===== config.mk =====
export PLATFORM = sky130hd
export DESIGN_NAME = vram_regs
export DESIGN_NICKNAME = d
export VERILOG_FILES = /design/src/vram_bus_pkg.sv /design/src/xm_reg_pkg.sv /design/src/vram_regs.sv /design/src/tick_timer.sv /design/src/vram_access.sv /design/src/xm_regfile.sv /design/src/bus_sync.sv
export VERILOG_INCLUDE_DIRS = /design/src
export SDC_FILE = /design/constraint.sdc
export NUM_CORES = 1
export LEC_CHECK = 0
export ABC_AREA = 1
export BUFFER_PORTS_ARGS = -buffer_cell sky130_fd_sc_hd__buf_2
export CAP_MARGIN = 5
export CELL_PAD_IN_SITES_DETAIL_PLACEMENT = 0
export CELL_PAD_IN_SITES_GLOBAL_PLACEMENT = 1
export CORE_MARGIN = 3
export CORE_UTILIZATION = 45
export CTS_CLUSTER_DIAMETER = 30
export DETAILED_ROUTE_END_ITERATION = 10
export PLACE_DENSITY_LB_ADDON = 0.1
export SLEW_MARGIN = 30
export SYNTH_ARGS = -nofsm -noshare
export SYNTH_HDL_FRONTEND = slang
export SYNTH_HIERARCHICAL = 1
export SYNTH_SLANG_ARGS = --single-unit

===== constraint.sdc =====
create_clock -name clk -period 2.6 [get_ports clk]
set_clock_uncertainty 0.1 [all_clocks]
set_input_delay 0.39 -clock clk [delete_from_list [all_inputs] [get_ports clk]]
set_output_delay 0.39 -clock clk [all_outputs]
set_load 0.01 [all_outputs]

===== src/vram_regs_defs.svh =====
`ifndef VRAM_REGS_DEFS_SVH
`define VRAM_REGS_DEFS_SVH

// bus and memory widths
`define XM_DATA_W       16      // register and VRAM word width
`define XM_ADDR_W       16      // VRAM word address width
`define XM_REGNUM_W     4       // register number width

// interrupt sources
`define XM_INTR_W       7

// clocks per timer tick
// short for simulation builds
// board builds override TICK_CLKS on tick_timer
`define XM_TICK_CLKS    10

`endif

===== src/vram_bus_pkg.sv =====
`default_nettype none

`include "vram_regs_defs.svh"

package vram_bus_pkg;

typedef logic [`XM_ADDR_W-1:0]  addr_t;         // VRAM word address
typedef logic [`XM_DATA_W-1:0]  data_t;         // VRAM word

// single cycle request pulse from the register file
typedef struct packed {
    logic                       rd;             // pre-read request
    logic                       wr;             // write request
    addr_t                      addr;
    data_t                      data;           // write data
    logic [3:0]                 mask;           // nibble write enables
} mem_req_t;

// completion back to the register file
typedef struct packed {
    logic                       rd_done;        // pulse with rd_data valid
    logic                       wr_done;        // pulse after write ack
    data_t                      rd_data;
} mem_rsp_t;

// access sequencer states
typedef enum logic [1:0] {
    IDLE,                                       // ready for a request
    WAIT_RD,                                    // select held for read ack
    WAIT_WR                                     // select held for write ack
} acc_state_e;

endpackage

`default_nettype wire


===== src/xm_reg_pkg.sv =====
`default_nettype none

`include "vram_regs_defs.svh"

package xm_reg_pkg;

typedef logic [7:0]             byte_t;         // cpu bus byte
typedef logic [`XM_DATA_W-1:0]  word_t;         // register word

// register numbers as seen on the cpu bus
typedef enum logic [`XM_REGNUM_W-1:0] {
    SYS_CTRL    = 0,                            // busy flag and write mask
    INT_CTRL    = 1,                            // interrupt mask and status
    TIMER       = 2,                            // free running tick count
    RD_INCR     = 3,
    RD_ADDR     = 4,                            // odd byte write starts pre-read
    WR_INCR     = 5,
    WR_ADDR     = 6,
    DATA        = 7,                            // VRAM data port
    DATA_2      = 8                             // second alias of DATA
} xm_reg_e;

// one synchronized bus access
typedef struct packed {
    logic                       wr;             // one-cycle write strobe
    logic                       rd;             // one-cycle read strobe
    logic [`XM_REGNUM_W-1:0]    reg_num;        // held until next access
    logic                       bytesel;        // set for odd byte
    byte_t                      data;           // write data byte
} bus_op_t;

endpackage

`default_nettype wire


===== src/vram_regs.sv =====
`default_nettype none
`timescale 1ns/1ps

`include "vram_regs_defs.svh"

module vram_regs (
    input  wire logic                       clk,
    input  wire logic                       reset_i,
    // cpu bus
    input  wire logic                       bus_cs_n_i,
    input  wire logic                       bus_rd_nwr_i,
    input  wire logic [`XM_REGNUM_W-1:0]    bus_reg_num_i,
    input  wire logic                       bus_bytesel_i,
    input  wire logic [7:0]                 bus_data_i,
    output      logic [7:0]                 bus_data_o,
    // VRAM port
    input  wire logic                       vram_ack_i,
    input  wire logic [`XM_DATA_W-1:0]      vram_data_i,
    output      logic                       vram_sel_o,
    output      logic                       vram_wr_o,
    output      logic [`XM_ADDR_W-1:0]      vram_addr_o,
    output      logic [`XM_DATA_W-1:0]      vram_data_o,
    output      logic [3:0]                 vram_wrmask_o,
    // interrupts
    input  wire logic [`XM_INTR_W-1:0]      intr_status_i,
    output      logic [`XM_INTR_W-1:0]      intr_mask_o,
    output      logic [`XM_INTR_W-1:0]      intr_clear_o
);

xm_reg_pkg::bus_op_t        bus_op;             // synced bus access
vram_bus_pkg::mem_req_t     mem_req;
vram_bus_pkg::mem_rsp_t     mem_rsp;
logic                       mem_busy;
xm_reg_pkg::word_t          timer;

bus_sync u_bus_sync (
    .clk            (clk),
    .reset_i        (reset_i),
    .bus_cs_n_i     (bus_cs_n_i),
    .bus_rd_nwr_i   (bus_rd_nwr_i),
    .bus_bytesel_i  (bus_bytesel_i),
    .bus_reg_num_i  (bus_reg_num_i),
    .bus_data_i     (bus_data_i),
    .bus_op_o       (bus_op)
);

xm_regfile u_regfile (
    .clk            (clk),
    .reset_i        (reset_i),
    .bus_op_i       (bus_op),
    .bus_data_o     (bus_data_o),
    .mem_req_o      (mem_req),
    .mem_rsp_i      (mem_rsp),
    .mem_busy_i     (mem_busy),
    .timer_i        (timer),
    .intr_status_i  (intr_status_i),
    .intr_mask_o    (intr_mask_o),
    .intr_clear_o   (intr_clear_o)
);

vram_access u_access (
    .clk            (clk),
    .reset_i        (reset_i),
    .mem_req_i      (mem_req),
    .mem_rsp_o      (mem_rsp),
    .mem_busy_o     (mem_busy),
    .vram_ack_i     (vram_ack_i),
    .vram_data_i    (vram_data_i),
    .vram_sel_o     (vram_sel_o),
    .vram_wr_o      (vram_wr_o),
    .vram_addr_o    (vram_addr_o),
    .vram_data_o    (vram_data_o),
    .vram_wrmask_o  (vram_wrmask_o)
);

tick_timer u_timer (
    .clk            (clk),
    .reset_i        (reset_i),
    .timer_o        (timer)
);

endmodule

`default_nettype wire


===== src/tick_timer.sv =====
`default_nettype none
`timescale 1ns/1ps

`include "vram_regs_defs.svh"

module tick_timer #(
    parameter int TICK_CLKS = `XM_TICK_CLKS,    // clock count per period
    parameter int TICK_HZ   = 1                 // ticks per period
) (
    input  wire logic                       clk,
    input  wire logic                       reset_i,
    output      xm_reg_pkg::word_t          timer_o
);

// fractional accumulator
// sign bit clear means a tick is due
localparam int FRAC_W = $clog2(TICK_CLKS) + 1;

logic [FRAC_W-1:0]          frac;
logic                       tick;
xm_reg_pkg::word_t          count;

assign tick = !frac[FRAC_W-1];

always_ff @(posedge clk) begin
    if (reset_i) begin
        frac  <= '0;
        count <= '0;
    end else begin
        if (tick) begin
            frac  <= frac + FRAC_W'(TICK_HZ - TICK_CLKS);  // wraps negative
            count <= count + 1'b1;
        end else begin
            frac  <= frac + FRAC_W'(TICK_HZ);
        end
    end
end

assign timer_o = count;

endmodule

`default_nettype wire


===== src/vram_access.sv =====
`default_nettype none
`timescale 1ns/1ps

`include "vram_regs_defs.svh"

module vram_access (
    input  wire logic                       clk,
    input  wire logic                       reset_i,
    input  wire vram_bus_pkg::mem_req_t     mem_req_i,
    output      vram_bus_pkg::mem_rsp_t     mem_rsp_o,
    output      logic                       mem_busy_o,
    input  wire logic                       vram_ack_i,     // access finished
    input  wire logic [`XM_DATA_W-1:0]      vram_data_i,
    output      logic                       vram_sel_o,
    output      logic                       vram_wr_o,
    output      logic [`XM_ADDR_W-1:0]      vram_addr_o,
    output      logic [`XM_DATA_W-1:0]      vram_data_o,
    output      logic [3:0]                 vram_wrmask_o
);

vram_bus_pkg::acc_state_e   state;
vram_bus_pkg::addr_t        addr_q;
vram_bus_pkg::data_t        wdata_q;
logic [3:0]                 mask_q;
vram_bus_pkg::data_t        rdata_q;
logic                       rd_done;
logic                       wr_done;
logic                       take_req;

// pulses outside IDLE are lost
assign take_req = (state == vram_bus_pkg::IDLE) && (mem_req_i.rd || mem_req_i.wr);

always_ff @(posedge clk) begin
    if (reset_i) begin
        state   <= vram_bus_pkg::IDLE;
        rd_done <= 1'b0;
        wr_done <= 1'b0;
    end else begin
        rd_done <= 1'b0;
        wr_done <= 1'b0;
        case (state)
            vram_bus_pkg::IDLE: begin
                if (mem_req_i.wr) begin
                    state <= vram_bus_pkg::WAIT_WR;
                end else if (mem_req_i.rd) begin
                    state <= vram_bus_pkg::WAIT_RD;
                end
            end
            vram_bus_pkg::WAIT_RD: begin
                if (vram_ack_i) begin
                    state   <= vram_bus_pkg::IDLE;
                    rd_done <= 1'b1;
                end
            end
            vram_bus_pkg::WAIT_WR: begin
                if (vram_ack_i) begin
                    state   <= vram_bus_pkg::IDLE;
                    wr_done <= 1'b1;
                end
            end
            default: state <= vram_bus_pkg::IDLE;
        endcase
    end
end

// address and data held for the whole access
always_ff @(posedge clk) begin
    if (take_req) begin
        addr_q  <= mem_req_i.addr;
        wdata_q <= mem_req_i.data;
        mask_q  <= mem_req_i.mask;
    end
    if (state == vram_bus_pkg::WAIT_RD && vram_ack_i) begin
        rdata_q <= vram_data_i;
    end
end

assign mem_busy_o    = (state != vram_bus_pkg::IDLE);
assign vram_sel_o    = (state != vram_bus_pkg::IDLE);   // drops the edge after ack
assign vram_wr_o     = (state == vram_bus_pkg::WAIT_WR);
assign vram_addr_o   = addr_q;
assign vram_data_o   = wdata_q;
assign vram_wrmask_o = mask_q;

always_comb begin
    mem_rsp_o.rd_done = rd_done;
    mem_rsp_o.wr_done = wr_done;
    mem_rsp_o.rd_data = rdata_q;
end

endmodule

`default_nettype wire


===== src/xm_regfile.sv =====
`default_nettype none
`timescale 1ns/1ps

`include "vram_regs_defs.svh"

module xm_regfile (
    input  wire logic                       clk,
    input  wire logic                       reset_i,
    input  wire xm_reg_pkg::bus_op_t        bus_op_i,
    output      xm_reg_pkg::byte_t          bus_data_o,
    output      vram_bus_pkg::mem_req_t     mem_req_o,
    input  wire vram_bus_pkg::mem_rsp_t     mem_rsp_i,
    input  wire logic                       mem_busy_i,     // sequencer not idle
    input  wire xm_reg_pkg::word_t          timer_i,
    input  wire logic [`XM_INTR_W-1:0]      intr_status_i,
    output      logic [`XM_INTR_W-1:0]      intr_mask_o,
    output      logic [`XM_INTR_W-1:0]      intr_clear_o    // one-cycle clear pulse
);

xm_reg_pkg::word_t          reg_rd_incr;
vram_bus_pkg::addr_t        reg_rd_addr;
xm_reg_pkg::word_t          reg_wr_incr;
vram_bus_pkg::addr_t        reg_wr_addr;
xm_reg_pkg::word_t          reg_data;           // last pre-read word
xm_reg_pkg::byte_t          reg_data_even;      // pending high byte of DATA
logic [3:0]                 reg_wrmask;
xm_reg_pkg::byte_t          timer_latch;        // low byte frozen on high read
xm_reg_pkg::word_t          rd_word;

xm_reg_pkg::xm_reg_e        reg_sel;
logic                       wr_even;
logic                       wr_odd;
logic                       is_data;
logic                       issue_wr;
logic                       issue_rd;
vram_bus_pkg::addr_t        pre_addr;

logic                       req_rd;
logic                       req_wr;
vram_bus_pkg::addr_t        req_addr;
vram_bus_pkg::data_t        req_data;

// operation decode
always_comb begin
    reg_sel  = xm_reg_pkg::xm_reg_e'(bus_op_i.reg_num);
    wr_even  = bus_op_i.wr && !bus_op_i.bytesel;
    wr_odd   = bus_op_i.wr && bus_op_i.bytesel;
    is_data  = (reg_sel == xm_reg_pkg::DATA) || (reg_sel == xm_reg_pkg::DATA_2);
    issue_wr = wr_odd && is_data;
    issue_rd = (wr_odd && reg_sel == xm_reg_pkg::RD_ADDR)
            || (bus_op_i.rd && bus_op_i.bytesel && is_data);
    // new RD_ADDR is not registered yet on its own low byte write
    pre_addr = bus_op_i.wr ? {reg_rd_addr[15:8], bus_op_i.data} : reg_rd_addr;
end

// read mux
always_comb begin
    case (reg_sel)
        xm_reg_pkg::SYS_CTRL:   rd_word = {mem_busy_i, 11'b0, reg_wrmask};
        xm_reg_pkg::INT_CTRL:   rd_word = {1'b0, intr_mask_o, 1'b0, intr_status_i};
        xm_reg_pkg::TIMER:      rd_word = {timer_i[15:8], timer_latch};
        xm_reg_pkg::RD_INCR:    rd_word = reg_rd_incr;
        xm_reg_pkg::RD_ADDR:    rd_word = reg_rd_addr;
        xm_reg_pkg::WR_INCR:    rd_word = reg_wr_incr;
        xm_reg_pkg::WR_ADDR:    rd_word = reg_wr_addr;
        xm_reg_pkg::DATA,
        xm_reg_pkg::DATA_2:     rd_word = reg_data;
        default:                rd_word = '0;   // unused numbers
    endcase
end

assign bus_data_o = bus_op_i.bytesel ? rd_word[7:0] : rd_word[15:8];

always_ff @(posedge clk) begin
    if (reset_i) begin
        reg_rd_incr   <= '0;
        reg_rd_addr   <= '0;
        reg_wr_incr   <= '0;
        reg_wr_addr   <= '0;
        reg_data      <= '0;
        reg_data_even <= '0;
        reg_wrmask    <= 4'b1111;               // all nibbles written
        timer_latch   <= '0;
        intr_mask_o   <= '0;
        intr_clear_o  <= '0;
    end else begin
        intr_clear_o <= '0;

        // completions step the matching address
        if (mem_rsp_i.rd_done) begin
            reg_data    <= mem_rsp_i.rd_data;
            reg_rd_addr <= reg_rd_addr + reg_rd_incr;
        end
        if (mem_rsp_i.wr_done) begin
            reg_wr_addr <= reg_wr_addr + reg_wr_incr;
        end

        // even byte goes to the high half
        if (wr_even) begin
            case (reg_sel)
                xm_reg_pkg::INT_CTRL:   intr_mask_o       <= bus_op_i.data[`XM_INTR_W-1:0];
                xm_reg_pkg::RD_INCR:    reg_rd_incr[15:8] <= bus_op_i.data;
                xm_reg_pkg::RD_ADDR:    reg_rd_addr[15:8] <= bus_op_i.data;
                xm_reg_pkg::WR_INCR:    reg_wr_incr[15:8] <= bus_op_i.data;
                xm_reg_pkg::WR_ADDR:    reg_wr_addr[15:8] <= bus_op_i.data;
                xm_reg_pkg::DATA,
                xm_reg_pkg::DATA_2:     reg_data_even     <= bus_op_i.data;
                default: begin
                end
            endcase
        end

        // odd byte completes the word
        if (wr_odd) begin
            case (reg_sel)
                xm_reg_pkg::SYS_CTRL:   reg_wrmask       <= bus_op_i.data[3:0];
                xm_reg_pkg::INT_CTRL:   intr_clear_o     <= bus_op_i.data[`XM_INTR_W-1:0];
                xm_reg_pkg::RD_INCR:    reg_rd_incr[7:0] <= bus_op_i.data;
                xm_reg_pkg::RD_ADDR:    reg_rd_addr[7:0] <= bus_op_i.data;
                xm_reg_pkg::WR_INCR:    reg_wr_incr[7:0] <= bus_op_i.data;
                xm_reg_pkg::WR_ADDR:    reg_wr_addr[7:0] <= bus_op_i.data;
                default: begin
                end
            endcase
        end

        if (bus_op_i.rd && !bus_op_i.bytesel && reg_sel == xm_reg_pkg::TIMER) begin
            timer_latch <= timer_i[7:0];        // odd read returns this byte
        end
    end
end

// request strobes
always_ff @(posedge clk) begin
    if (reset_i) begin
        req_rd <= 1'b0;
        req_wr <= 1'b0;
    end else begin
        req_rd <= issue_rd;
        req_wr <= issue_wr;
    end
end

// request payload
always_ff @(posedge clk) begin
    if (issue_wr) begin
        req_addr <= reg_wr_addr;
        req_data <= {reg_data_even, bus_op_i.data};
    end else if (issue_rd) begin
        req_addr <= pre_addr;
    end
end

always_comb begin
    mem_req_o.rd   = req_rd;
    mem_req_o.wr   = req_wr;
    mem_req_o.addr = req_addr;
    mem_req_o.data = req_data;
    mem_req_o.mask = reg_wrmask;
end

endmodule

`default_nettype wire


===== src/bus_sync.sv =====
`default_nettype none
`timescale 1ns/1ps

`include "vram_regs_defs.svh"

module bus_sync (
    input  wire logic                       clk,
    input  wire logic                       reset_i,
    input  wire logic                       bus_cs_n_i,     // async chip select
    input  wire logic                       bus_rd_nwr_i,   // high for read
    input  wire logic                       bus_bytesel_i,  // high for odd byte
    input  wire logic [`XM_REGNUM_W-1:0]    bus_reg_num_i,
    input  wire xm_reg_pkg::byte_t          bus_data_i,
    output      xm_reg_pkg::bus_op_t        bus_op_o
);

logic                       cs_meta;            // first sync stage
logic                       cs_sync;            // second sync stage
logic                       cs_last;            // previous synced value
logic                       cs_fall;
logic                       wr_stb;
logic                       rd_stb;
logic [`XM_REGNUM_W-1:0]    reg_num_q;
logic                       bytesel_q;
xm_reg_pkg::byte_t          data_q;

assign cs_fall = cs_last && !cs_sync;           // select just went active

always_ff @(posedge clk) begin
    if (reset_i) begin
        cs_meta <= 1'b1;                        // bus idle is high
        cs_sync <= 1'b1;
        cs_last <= 1'b1;
        wr_stb  <= 1'b0;
        rd_stb  <= 1'b0;
    end else begin
        cs_meta <= bus_cs_n_i;
        cs_sync <= cs_meta;
        cs_last <= cs_sync;
        wr_stb  <= cs_fall && !bus_rd_nwr_i;
        rd_stb  <= cs_fall && bus_rd_nwr_i;
    end
end

// bus fields are stable by the time the synced edge shows up
always_ff @(posedge clk) begin
    if (cs_fall) begin
        reg_num_q <= bus_reg_num_i;
        bytesel_q <= bus_bytesel_i;
        data_q    <= bus_data_i;
    end
end

always_comb begin
    bus_op_o.wr      = wr_stb;
    bus_op_o.rd      = rd_stb;
    bus_op_o.reg_num = reg_num_q;               // keeps read mux steady
    bus_op_o.bytesel = bytesel_q;
    bus_op_o.data    = data_q;
end

endmodule

`default_nettype wire


After elaboration in Yosys (flattened, before gate mapping):

Index checks and enable logic that the tools add are counted.

* register bits after elaboration: 243
* bits of input ports: 41
* word-level logic and storage cells: 111

* multiplexer cells: 21
* $add $sub $neg: 5
* bitwise operators: 4
* equal/unequal tests: 12
* reduce and logical (&&, ||, !) cells: 36

Operator list (count)
* $pmux W16 S8: 1
* $mux W8: 10
* $mux W16: 4
* $add A16 B16 Y16: 2
* $add A16 B1 Y16 const B: 1
* $eq A4 B3 Y1 const B: 4
* $reduce_and A2 Y1: 8
* $logic_and A1 B1 Y1: 13
* $eq A4 B2 Y1 const B: 2
* $reduce_or A2 Y1: 4
* $mux W2: 3
* $add A5 B1 Y5 const B: 1
* $add A5 B5 Y5 const B: 1
* $mux W5: 1
* $eq A4 B1 Y1 const B: 1
* $eq A4 B4 Y1 const B: 1
* $logic_not A4 Y1: 1
* $not A1 Y1: 4
* $pmux W2 S2: 1
* $reduce_bool A2 Y1: 2
* $logic_not A1 Y1: 3
* $logic_or A1 B1 Y1: 3
* $ne A3 B3 Y1 const B: 1
* $reduce_or A3 Y1: 1
* 5 further kinds: 5

Depth between registers and ports, before layout:

Gate-level depths: netlist of the first run.

* depth after elaboration: 6
* depth in mapped cells: 11

Modules after synthesis:

The synthesis of the first run kept the hierarchy.

Modules (own cells, without submodules)
* xm_regfile: instances 1, cells an instance 1194, area an instance 8365.5 sq um
* vram_access: instances 1, cells an instance 88, area an instance 1824.2 sq um
* tick_timer: instances 1, cells an instance 148, area an instance 1072.3 sq um
* bus_sync: instances 1, cells an instance 33, area an instance 565.5 sq um

Least setup slack after synthesis of the first run:

No wires, ideal clock.

* path type: reg2reg
* from: register u_access.state[0]
* to: register u_access.addr_q[0] (netlist: u_access/vram_addr_o[0]), enable pin
* library setup time: 0.401 ns
* arrival: 1.600 ns
* required time: 2.099 ns
* slack: 0.499 ns
* period minus slack after synthesis: 2.101 ns
* path buffers: 0
* stages on the path, launching flop included: 5
* cell sequence: dfxtp_1 -> inv_1 -> ha_1 -> inv_1 -> nor2_2

* cells in the longest elaborated chain, start to end: 2

RTL lines
* start, declared: line vram_access.sv:21 `vram_bus_pkg::acc_state_e state;`
* start signal, assigned: line vram_access.sv:35 `state <= vram_bus_pkg::IDLE;`
* start signal, assigned: line vram_access.sv:44 `state <= vram_bus_pkg::WAIT_WR;`
* start signal, assigned: line vram_access.sv:46 `state <= vram_bus_pkg::WAIT_RD;`
* $logic_not A2 Y1: line vram_access.sv:31 `assign take_req = (state == vram_bus_pkg::IDLE) && (mem_req_i.rd || mem_req_i.wr);`
* $logic_and A1 B1 Y1: line vram_access.sv:31
* named net u_access.take_req: line vram_access.sv:28 `logic take_req;`
* end signal, assigned: line vram_access.sv:69 `addr_q <= mem_req_i.addr;`
* end, declared: line vram_access.sv:22 `vram_bus_pkg::addr_t addr_q;`

The timed path passes the listed nets, and every way through them passes these cells.
A chain may end at the register's enable or synchronous reset.

Worst setup path after layout of the first run:

* from: register u_bus_sync.reg_num_q[1]
* to: output port bus_data_o[3]

* cells in the longest elaborated chain, start to end: 4

RTL lines
* start, declared: line bus_sync.sv:23 `` logic [`XM_REGNUM_W-1:0] reg_num_q; ``
* start signal, assigned: line bus_sync.sv:48 `reg_num_q <= bus_reg_num_i;`
* $eq A4 B4 Y1 / $eq A4 B3 Y1 (equally long branches): line xm_regfile.sv:58 `case (reg_sel)`
* $reduce_or A2 Y1: line xm_regfile.sv:58
* $pmux W16 S8 *: line xm_regfile.sv:58
* $mux W8 *: line xm_regfile.sv:72 `assign bus_data_o = bus_op_i.bytesel ? rd_word[7:0] : rd_word[15:8];`
* end, declared: line vram_regs.sv:15 `output logic [7:0] bus_data_o,`

Mark *: on every way between the ends. The rest lies on a longest branch, timed or not.

==> key figures, run 1 <==
Yosys
  – Syn. warnings: 6
  – Cell taking the most area after synthesis: dfxtp_1
  – Async SR Flop Fraction: 0
  – Mapped Avg Cell Area: 8.08 um^2
  – Post-synth top flop: dfxtp_1
  – Synth Cell Area: 11800 um^2
  – Seq/Total Area, Yosys: 0.493
  – Post-synth cell types: 47
  – Mapped Cells: 1463
  – Mapped Nets: around 1500
  – Yosys top cell area share: 0.247
  – Dominant cells by area after synthesis: dfxtp_1, edfxtp_1, nand2_1, inv_1, a21oi_1
  – Yosys reg bits: around 240
  – Post-synth EDFFs: 97

STA
  – Tcrit/Tclk final: 1.04
  – Worst-margin pin slew: 0.669 ns
  – Final setup violation count: 8
  – Fmax: 369 MHz
  – Post-route minimum period: 2.71 ns
  – RSZ-0062 raised after global routing: true
  – Final Hold Vio Count: 0
  – Worst setup slack after layout: -0.111 ns
  – Rel. slew slack: 0.554
  – Final Slew Violations: 0

Power
  – Leak Pwr: 6.66 nW
  – Total Power: approximately 11 mW
  – Pwr per Cell Area: 730 nW/um^2
  – Worst vdd ir: 753 uV

Placed design
  – Worst slack at placement: 0.231 ns
  – Placer Congestion: 0.950
  – Number of buffers added on ports: 100
  – Hpwl dp: 28900 um
  – Inst Count DP: around 1900

Drt
  – Via density: around 5.3
  – DR iter-0 viols: 958
  – Routed Antenna Nets: 0
  – Drt wl/cell: 19.4 um
  – DRC errors left: 0
  – WL final: ~39000 um
  – First drt pass iteration count: 5
  – Vias post-DR: 10656

Cells and area
  – Multi-input logic area: 5130 um^2
  – Non-filler instance count after layout: a little over 2000
  – Register Area: between 5000 and 6000 um^2
  – P&R area growth vs syn: 28.5%
  – Layout cell share with drive strength beyond 1: 0.200
  – Diode count: 0
  – Fillcell total: between 2000 and 2500
  – Nets: 1729

Clock network
  – Skew-Pair Late Insertion Delay: 0.55 ns
  – Clock root buffer: clkbuf_16
  – Reg clk slew, reported paths: roughly 0.05 ns
  – TritonCTS buffer count: 51
  – CTS sink cnt: ~240
  – CTS tree: yes
  – Max Buffers Root-to-Sink: 3
  – H-Tree Level Count: 2

Outcome
  – Violated checks: setup timing
  – Outcome: finished, violations left

Worst setup path
  – CP Capture Type: output port
  – Delay-heaviest family, CP: flip-flops
  – Worst setup SP type: flop
  – Most frequent CP cell: nand2_1
  – CP max stage cell: edfxtp_1
  – CP Data Required Time: 2.11 ns
  – Crit Path Category: reg2out
  – Crit path DAT: roughly 2.2 ns
  – Max stage delay on crit path: slightly above 0.5 ns
  – Critical path buffers and inverters: 3
  – CP Max Fanout: 10
  – Crit-path cells: nand2_2, inv_1, nand2_4, inv_4, nand2_1, o211ai_1, o31ai_1, nand2_1, buf_2

Floorplan
  – Total core area: 25500 um^2
  – Die W: 168 um
  – Core Rows: between 50 and 60
  – DIE AREA: roughly 28000 um^2
  – I/O pins: 101
  – Die Y: 168 um
  – Initial cell density of the core: 0.464

Global routing
  – First-pass GRT wire length: 59500 um
  – Largest net degree at the start of global routing: 37
  – Overflow after GRT: 0
  – Initial antenna violation count: 0
  – Total track usage: 0.273
  – Vias in the first global route: 10242

Min path
  – Worst hold path class: in2reg

Run
  – Maxcap violations: 0
-- metrics by stage --
step / hold WS, ns / setup TNS (ns) / instance area, um^2 / utilization
2_1_floorplan: 0.283 / 0 / 11800 / -
3_3_place_gp: 0.291 / 0 / 12700 / 0.499
3_5_place_dp: 0.293 / 0 / 12700 / 0.499
4_1_cts: 0.0123 / -0.207 / 15000 / 0.591
5_1_grt: 0.0463 / -1.25 / 15200 / 0.597
6_report: 0.0314 / -0.652 / 15200 / 0.597
-- final cells by class --
class                      count  share of cell area
clock buffer                  55              0.0856
timing repair buffer         186              0.0830
sequential                   243               0.384
clock inverter                41              0.0324
inverter                     194              0.0501
multi-input combinational    972               0.338
tap                          330              0.0272
-- synth_stat cells, drive strengths merged, types with 4 or more instances --
cell	instances
a21oi	116
or2	4
xor2	7
o21ai	121
nand4	15
nand3	75
o22ai	7
o2111ai	8
o211ai	20
buf	37
xnor2	7
dfxtp	146
inv	191
edfxtp	97
nor3	11
a22oi	8
ha	37
clkbuf	17
nor2	134
nand2	388
-- cell usage in the layout, fill, tap and decap left out, types with 7 or more instances in the layout --
master	netlist	routed
a21oi_1	112	106
a21oi_2	4	9
a22oi_1	8	7
buf_2	19	99
buf_4	14	49
clkbuf_16	0	51
clkinv_2	2	7
dfxtp_1	146	146
dlygate4sd3_1	0	31
edfxtp_1	97	97
ha_1	37	37
inv_1	178	176
inv_2	11	7
inv_6	0	12
inv_8	0	7
nand2_1	376	365
nand2_2	9	15
nand2_4	3	8
nand3_1	71	71
nand4_1	15	15
nor2_1	124	121
nor2_4	3	8
nor3_1	10	9
o211ai_1	16	16
o21ai_0	100	94
o21ai_1	15	15
o21ai_2	5	11
xnor2_1	7	7
xor2_1	7	7
-- path summary, 6_finish.rpt --
kind | start | to | cells after the start | slack [ns]
worst max-delay path | u_bus_sync/reg_num_q[1] | bus_data_o[3] | 9 | -0.11
worst min-delay path | vram_ack_i | u_access/rd_done | 3 | 0.03
worst max register to register | u_bus_sync/reg_num_q[1] | u_regfile/req_addr[12] | 10 | 0.20
worst min register to register | u_regfile/req_addr[14] | u_access/vram_addr_o[14] | 0 | 0.32
-- layer usage --
layer  vias to the layer above  track usage  wire length, um
met5                         -            0                0
met4                         0       0.0928             1270
met3                        79       0.0481             2620
met2                       437        0.420            17200
met1                      4918        0.391            18100
li1                       5222            -                -
-- cells by family (layout without fill, tap and decap cells) --
| group | Yosys count | count (layout) | synth area share |
|---|---|---|---|
| AND/OR/NAND/NOR | 629 | 629 | 0.225 |
| AO/OA/AOI/OAI | 288 | 288 | 0.138 |
| buffers and inverters | 248 | 476 | 0.0877 |
| flip-flops | 243 | 243 | 0.493 |
| adder cells (fa/ha/maj) | 40 | 40 | 0.0442 |
| XOR/XNOR | 14 | 14 | 0.0104 |
| multiplexers | 1 | 1 | 0.000846 |
-- power breakdown --
part / total [mW] / switching (mW) / internal (mW)
clock: 6.67 / 2.33 / 4.34
combinational: 0.389 / 0.235 / 0.154
sequential: 4.03 / 0.0423 / 3.99
-- worst register-to-register path: cells and delay by family, from the launching register on --
kind            cells  cell delay [ns]
compound gates      1             0.21
flops               1             0.51
simple gates        3             0.33
buf+inv             6             0.93
-- what timing repair did --
item	CTS	global route
setup buffers	13	5
resized for setup	40	28
pin swaps	7	13
gates cloned	0	1
hold buffers	31	0
hold endpoints to repair	31	0
endpoints found under the setup margin	8	8
Note: power is estimated with default switching activity, not from simulation.
==> run 2: changes to the inputs <==
- CAP_MARGIN: 5 -> 25
- REMOVE_ABC_BUFFERS: not set -> 1
==> run 2 against run 1 <==
The flow still finishes with violations (setup timing). Final cell count hardly changed. Sequential share of layout area is 0.25 points lower. First-iteration DRC count is 0.52% higher. Sequential power hardly changed. Routed wire length is 0.92% lower. Power is 2.6% higher. Flip-flop and latch count stayed put. Critical endpoint is now bus_data_o[6]. Highest routed layer is now met5.
==> key figures, run 2 (synthesis results as in run 1) <==
Cells and area
  – Finished Cell Area: 15300 um^2 (+0.65%)
  – Commonest cells after routing, fill and taps aside: nand2_1, inv_1, dfxtp_1
  – Final core utilization: 0.601 (+0.00388)
  – Most common cell after layout, fill and taps aside: nand2_1
  – Diode count: 0 (unchanged)
  – Nets: 1730 (+0.058%)
  – Layout cell share with drive strength beyond 1: 0.203 (+0.00331)
  – P&R area growth vs syn: 29.3%

STA
  – Worst setup slack after layout: -0.143 ns (-0.0322 ns)
  – WHS: 0.0295 ns (-0.00194 ns)
  – Rel. slew slack: 0.548 (-0.00589)
  – RSZ-0062 raised after global routing: true
  – Post-route minimum period: 2.74 ns (+0.0322 ns)
  – Fmax: 365 MHz (-1.2%)
  – Final setup violation count: 8 (unchanged)
  – Final Slew Violations: 0 (unchanged)
  – Worst-margin pin slew: 0.678 ns (+0.00956 ns)
  – Final Hold Vio Count: 0 (unchanged)
  – Tcrit/Tclk final: 1.05 (+0.0124)

Floorplan
  – Die W: 168 um (unchanged)
  – DIE AREA: 28300 um^2 (unchanged)
  – I/O pins: 101 (unchanged)
  – Initial cell density of the core: 0.464 (unchanged)
  – Core Rows: 58 (unchanged)
  – Die Y: 168 um (unchanged)
  – Total core area: 25500 um^2 (unchanged)

Clock network
  – Skew-Pair Late Insertion Delay: 0.55 ns (about the same)
  – TritonCTS buffer count: 52 (+2.0%)
  – CTS sink cnt: 243 (unchanged)
  – Reg clk slew, reported paths: 0.05 ns (about the same)
  – Max Buffers Root-to-Sink: 3 (unchanged)
  – H-Tree Level Count: 2 (unchanged)
  – CTS tree: yes
  – Clock root buffer: clkbuf_16

Global routing
  – Initial antenna violation count: 1 (+1)
  – Gr busiest metal: met2
  – GR Layer Usage met1: 0.390 (-0.00108)
  – Met3 Use GR: 0.0566 (+0.00845)
  – Overflow after GRT: 0 (unchanged)
  – First-pass GRT wire length: 59100 um (-0.80%)
  – Largest net degree at the start of global routing: 45 (+22%)
  – Vias in the first global route: 10209 (-0.32%)
  – GR Layer Usage met2: 0.413 (-0.00702)
  – Total track usage: 0.271 (-0.00199)

Power
  – Clock Power Share: 0.612 (+0.011)
  – Worst vdd ir: 630 uV (-16%)
  – Switching Share: 0.217 (-0.0181)
  – Cell-internal power: 8.91 mW (+5.1%)
  – Comb pwr share: 0.034 (about the same)
  – Flop pwr share: 0.355 (-0.009)
  – Leak Pwr: 6.66 nW (about the same)
  – Pwr per Cell Area: 744 nW/um^2 (+2.0%)
  – Switching pwr: 2.47 mW (-5.2%)
  – Total Power: 11.4 mW (+2.6%)

Worst setup path
  – Reg2Reg Launch Point: u_regfile/reg_wr_addr[0]
  – CP Max Fanout: 5 (-5)
  – Worst R2R Path Depth: 11 (+1)
  – Crit Path Category: reg2out
  – Worst setup SP type: flop
  – Setup slack, reg-to-reg: 0.37 ns (+0.17 ns)
  – Crit path DAT: 2.25 ns (+0.03 ns)
  – Reg2Reg Capture Point: u_regfile/reg_wr_addr[6]
  – CP Data Required Time: 2.11 ns (about the same)
  – CP Capture Type: output port

Drt
  – Vias post-DR: 10754 (+0.92%)
  – DR iter-0 viols: 963 (+0.52%)
  – Drt wl/cell: 19.2 um (-1.0%)
  – First drt pass iteration count: 5 (unchanged)
  – WL final: 38800 um (-0.92%)
  – Via density: 5.32 (+0.82%)
  – Routed Antenna Nets: 0 (unchanged)
  – DRC errors left: 0 (unchanged)

Placed design
  – Worst slack at placement: 0.241 ns (+0.00991 ns)
  – Number of buffers added on ports: 100 (unchanged)
  – Placer Congestion: 0.940 (-1.0%)
  – Hpwl dp: 28200 um (-2.6%)
  – DP Area: 12700 um^2 (+0.18%)

Outcome
  – Outcome: finished, violations left
  – Violated checks: setup timing

Min path
  – Hold worst-path end: u_access/wr_done
  – Min-Delay Path Depth: 3 (unchanged)
  – Worst hold path startpoint: vram_ack_i
  – Worst hold path class: in2reg

Run
  – Maxcap violations: 0 (unchanged)
[run 2: cell count changes in the layout (fill, tap and decap cells not counted), sizes merged]
cell,delta
clkinvlp,+1
clkinv,+3
inv,-10
clkbuf,+5
bufinv,+3
[run 2: worst max-delay path by stage]
stage | startpoint | cells past startpoint | endpoint
2_1_floorplan | u_bus_sync/reg_num_q[3] | 7 | u_regfile/req_addr[0]
3_3_place_gp | u_bus_sync/reg_num_q[3] | 8 | bus_data_o[5]
3_5_place_dp | u_bus_sync/reg_num_q[3] | 8 | bus_data_o[5]
4_1_cts | u_bus_sync/reg_num_q[1] | 8 | bus_data_o[4]
5_1_grt | u_bus_sync/reg_num_q[1] | 10 | bus_data_o[6]
6_report | u_bus_sync/reg_num_q[1] | 10 | bus_data_o[6]
[run 2: critical path, stage by stage (launching register included)]
cell      delay, ns
edfxtp_1       0.52
nand2_2        0.16
inv_2          0.06
nand2_4        0.11
buf_6          0.14
o22ai_2        0.09
a21oi_4        0.15
nand4_1        0.11
nand2_1        0.09
nand2_1        0.10
buf_2          0.17
[run 2: what timing repair did]
item / in CTS / in global routing
setup buffers: 12 / 2
hold buffers: 31 / 0
gates cloned: 2 / 0
setup endpoints to repair: 8 / 8
gates resized for setup: 49 / 22
endpoints found under the hold margin: 31 / 0
pin swaps: 9 / 11
[run 2: area by class of cell]
| type | instances | area [um^2] |
|---|---|---|
| clock buffer | 60 | 1390 |
| clock inverter | 38 | 492 |
| fill | 2243 | 10200 |
| inverter | 194 | 756 |
| multi-input combinational | 972 | 5130 |
| sequential | 243 | 5840 |
| tap | 330 | 413 |
| timing repair buffer | 186 | 1270 |
[run 2: metrics by stage]
stage                     std cells  TNS, ns
after floorplan                1409        0
after global placement         1878        0
after detailed placement       1878        0
after CTS                      2021   -0.432
after global routing           2023    -1.44
final                          2023   -0.739
[run 2: per-layer routing]
metal | wire, um | up-vias
li1 | - | 5213
met1 | 17400 | 4961
met2 | 16800 | 508
met3 | 3420 | 70
met4 | 1070 | 2
met5 | 13 | -
[run 2: power groups by stage]
stage	Clock (mW)	Combinational (mW)	Sequential, mW
6_report	6.96	0.382	4.04
4_1_cts	7.04	0.371	4.04
2_1_floorplan	0	0.176	4.10
3_5_place_dp	0	0.321	4.11
5_1_grt	7.24	0.423	4.04
3_3_place_gp	0	0.318	4.11
==> run 3: changes to the inputs <==
--- a/config.mk
+++ b/config.mk
@@ -13,5 +13,5 @@
 export CELL_PAD_IN_SITES_GLOBAL_PLACEMENT = 1
 export CORE_MARGIN = 3
-export CORE_UTILIZATION = 45
+export CORE_UTILIZATION = 48
 export CTS_CLUSTER_DIAMETER = 30
 export DETAILED_ROUTE_END_ITERATION = 10
==> constraint.sdc (replaced) <==
create_clock -name clk -period 3.4 [get_ports clk]
set_clock_uncertainty 0.1 [all_clocks]
set_input_delay 0.51 -clock clk [delete_from_list [all_inputs] [get_ports clk]]
set_output_delay 0.51 -clock clk [all_outputs]
set_load 0.1 [all_outputs]
==> run 3 against run 2 <==
The run now ends clean. Final cell count down 4.3%. Combinational power shrank 32%. Power down 25%. Critical endpoint is now bus_data_o[4]. Global-route usage shrank 0.16 points. Setup slack better by 0.30 ns. Cell area is 5.9% lower. Sequential share of layout area up 2.4 points. Critical path depth unchanged. Worst hold slack better by 0.0063 ns.
==> key figures, run 3 (synthesis results as in run 1) <==
Floorplan
  – Total core area: 23800 um^2 (-6.5%)
  – Die W: 163 um (-3.1%)
  – Die Y: 163 um (-3.1%)
  – Initial cell density of the core: 0.496 (+0.0321)
  – I/O pins: 101 (unchanged)
  – Core Rows: 56 (-3.4%)
  – DIE AREA: 26600 um^2 (-6.0%)

Worst setup path
  – Worst setup SP type: flop
  – Critical path buffers and inverters: 4 (+1)
  – CP Max Fanout: 14 (+9)
  – CP Capture Type: output port
  – CP Data Required Time: 2.79 ns (+0.68 ns)
  – Setup slack, reg-to-reg: 0.94 ns (+0.57 ns)
  – Delay-heaviest family, CP: buffers and inverters
  – CP max stage cell: buf_2
  – Crit-path cells: inv_1, nand2_2, inv_2, nand2_1, inv_2, nand2_1, nand4_1, nand2_1, nand2_1, buf_2
  – Crit. Startpoint: u_bus_sync/reg_num_q[3]
  – Most frequent CP cell: nand2_1
  – Crit path DAT: 2.63 ns (+0.38 ns)
  – Reg2Reg Launch Point: u_bus_sync/wr_stb
  – Max stage delay on crit path: 0.44 ns (-0.08 ns)
  – Crit Path Category: reg2out

Cells and area
  – Layout cell share with drive strength beyond 1: 0.163 (-0.0400)
  – Commonest cells after routing, fill and taps aside: nand2_1, inv_1, dfxtp_1
  – Diode count: 0 (unchanged)
  – P&R area growth vs syn: 21.7%
  – Nets: 1657 (-4.2%)
  – Most common cell after layout, fill and taps aside: nand2_1
  – Finished Cell Area: 14400 um^2 (-5.9%)

Clock network
  – Hold_buf cts: 0 (-100%)
  – CTS tree: yes
  – TritonCTS buffer count: 50 (-3.8%)
  – # resized after CTS: 0 (-100%)
  – Max Buffers Root-to-Sink: 3 (unchanged)
  – Clock root buffer: clkbuf_16
  – Reg clk slew, reported paths: 0.05 ns (about the same)
  – Skew-Pair Late Insertion Delay: 0.55 ns (about the same)
  – H-Tree Level Count: 2 (unchanged)
  – Post-CTS Setup Inserts: 0 (-12)
  – CTS sink cnt: 243 (unchanged)

Global routing
  – Vias in the first global route: 9484 (-7.1%)
  – First-pass GRT wire length: 54700 um (-7.4%)
  – Total track usage: 0.270 (-0.00158)
  – Overflow after GRT: 0 (unchanged)
  – Largest net degree at the start of global routing: 45 (unchanged)
  – Initial antenna violation count: 1 (unchanged)

Placed design
  – Placer Congestion: 0.946 (+0.66%)
  – DP Area: 12500 um^2 (-1.6%)
  – Hpwl dp: 26500 um (-6.1%)
  – Number of buffers added on ports: 100 (unchanged)

Drt
  – First drt pass iteration count: 7 (+2)
  – Vias post-DR: 10325 (-4.0%)
  – DR iter-0 viols: 1040 (+8.0%)
  – Via density: 5.33 (+0.27%)
  – DRC errors left: 0 (unchanged)
  – Drt wl/cell: 18.6 um (-3.0%)
  – WL final: 36000 um (-7.2%)
  – Routed Antenna Nets: 0 (unchanged)

STA
  – Final Hold Vio Count: 0 (unchanged)
  – Final setup violation count: 0 (-8)
  – Post-route minimum period: 3.24 ns
  – Rel. slew slack: 0.427 (-0.121)
  – RSZ-0062 raised after global routing: false
  – Final Slew Violations: 0 (unchanged)
  – Worst-margin pin slew: 0.859 ns (+0.181 ns)
  – WHS: 0.0358 ns (+0.00630 ns)
  – Tcrit/Tclk final: 0.953
  – Fmax: between 300 and 400 MHz

Power
  – Worst vdd ir: 488 uV (-23%)
  – Pwr per Cell Area: 595 nW/um^2 (-20%)
  – Leak Pwr: 6.25 nW (-6.2%)

Outcome
  – Outcome: finished, final reports clean

Run
  – Maxcap violations: 0 (unchanged)

Min path
  – Worst hold path class: in2reg
  – Worst hold path startpoint: bus_data_i[1]
-- run 3: path summary, 6_finish.rpt --
check                              endpoint  depth (start not counted)
setup / recovery              bus_data_o[4]                         10
hold / removal         u_bus_sync/data_q[1]                          1
setup reg to reg  u_regfile/reg_wr_incr[13]                          5
hold reg to reg          u_bus_sync/cs_sync                          1
-- run 3: routing by layer --
metal / GRT usage / part of all wire
met1: 0.390 / 0.44
met2: 0.408 / 0.43
met3: 0.0521 / 0.095
met4: 0.0884 / 0.028
met5: 0 / 0.00028
-- run 3: worst reg2reg max path, cell delays in order (launching register included) --
cell     delay [ns]
dfxtp_1        0.87
nand2_2        0.23
inv_2          0.38
nand2_1        0.38
o21ai_0        0.29
a21oi_1        0.07
-- run 3: cell type report --
cell class              count  area, um^2
clock buffers              53        1280
clock inverters            41         542
inverters                 194         736
flip-flops and latches    243        5840
multi-input cells         972        4960
repair buffers            115         636
fillers                  2119        9430
well taps                 319         399
-- run 3: per-stage QoR --
| step | std cells | util | setup TNS, ns | setup slack [ns] | power, mW |
|---|---|---|---|---|---|
| detailed placement | 1842 | 0.526 | 0 | 0.641 | 3.41 |
| floorplan | 1409 | - | -0.542 | -0.482 | 3.30 |
| finish | 1937 | 0.604 | 0 | 0.161 | 8.57 |
| CTS | 1936 | 0.603 | 0 | 0.0790 | 8.62 |
| global route | 1937 | 0.604 | 0 | 0.0313 | 8.80 |
| global placement | 1842 | 0.526 | 0 | 0.664 | 3.40 |
-- run 3: power by group --
part | leakage (nW) | total [mW] | switching (mW) | internal, mW
combinational | 3.33 | 0.260 | 0.181 | 0.0791
sequential | 2.04 | 3.09 | 0.0427 | 3.05
clock | 0.883 | 5.22 | 1.77 | 3.45
total | 6.25 | 8.57 | 1.99 | 6.58
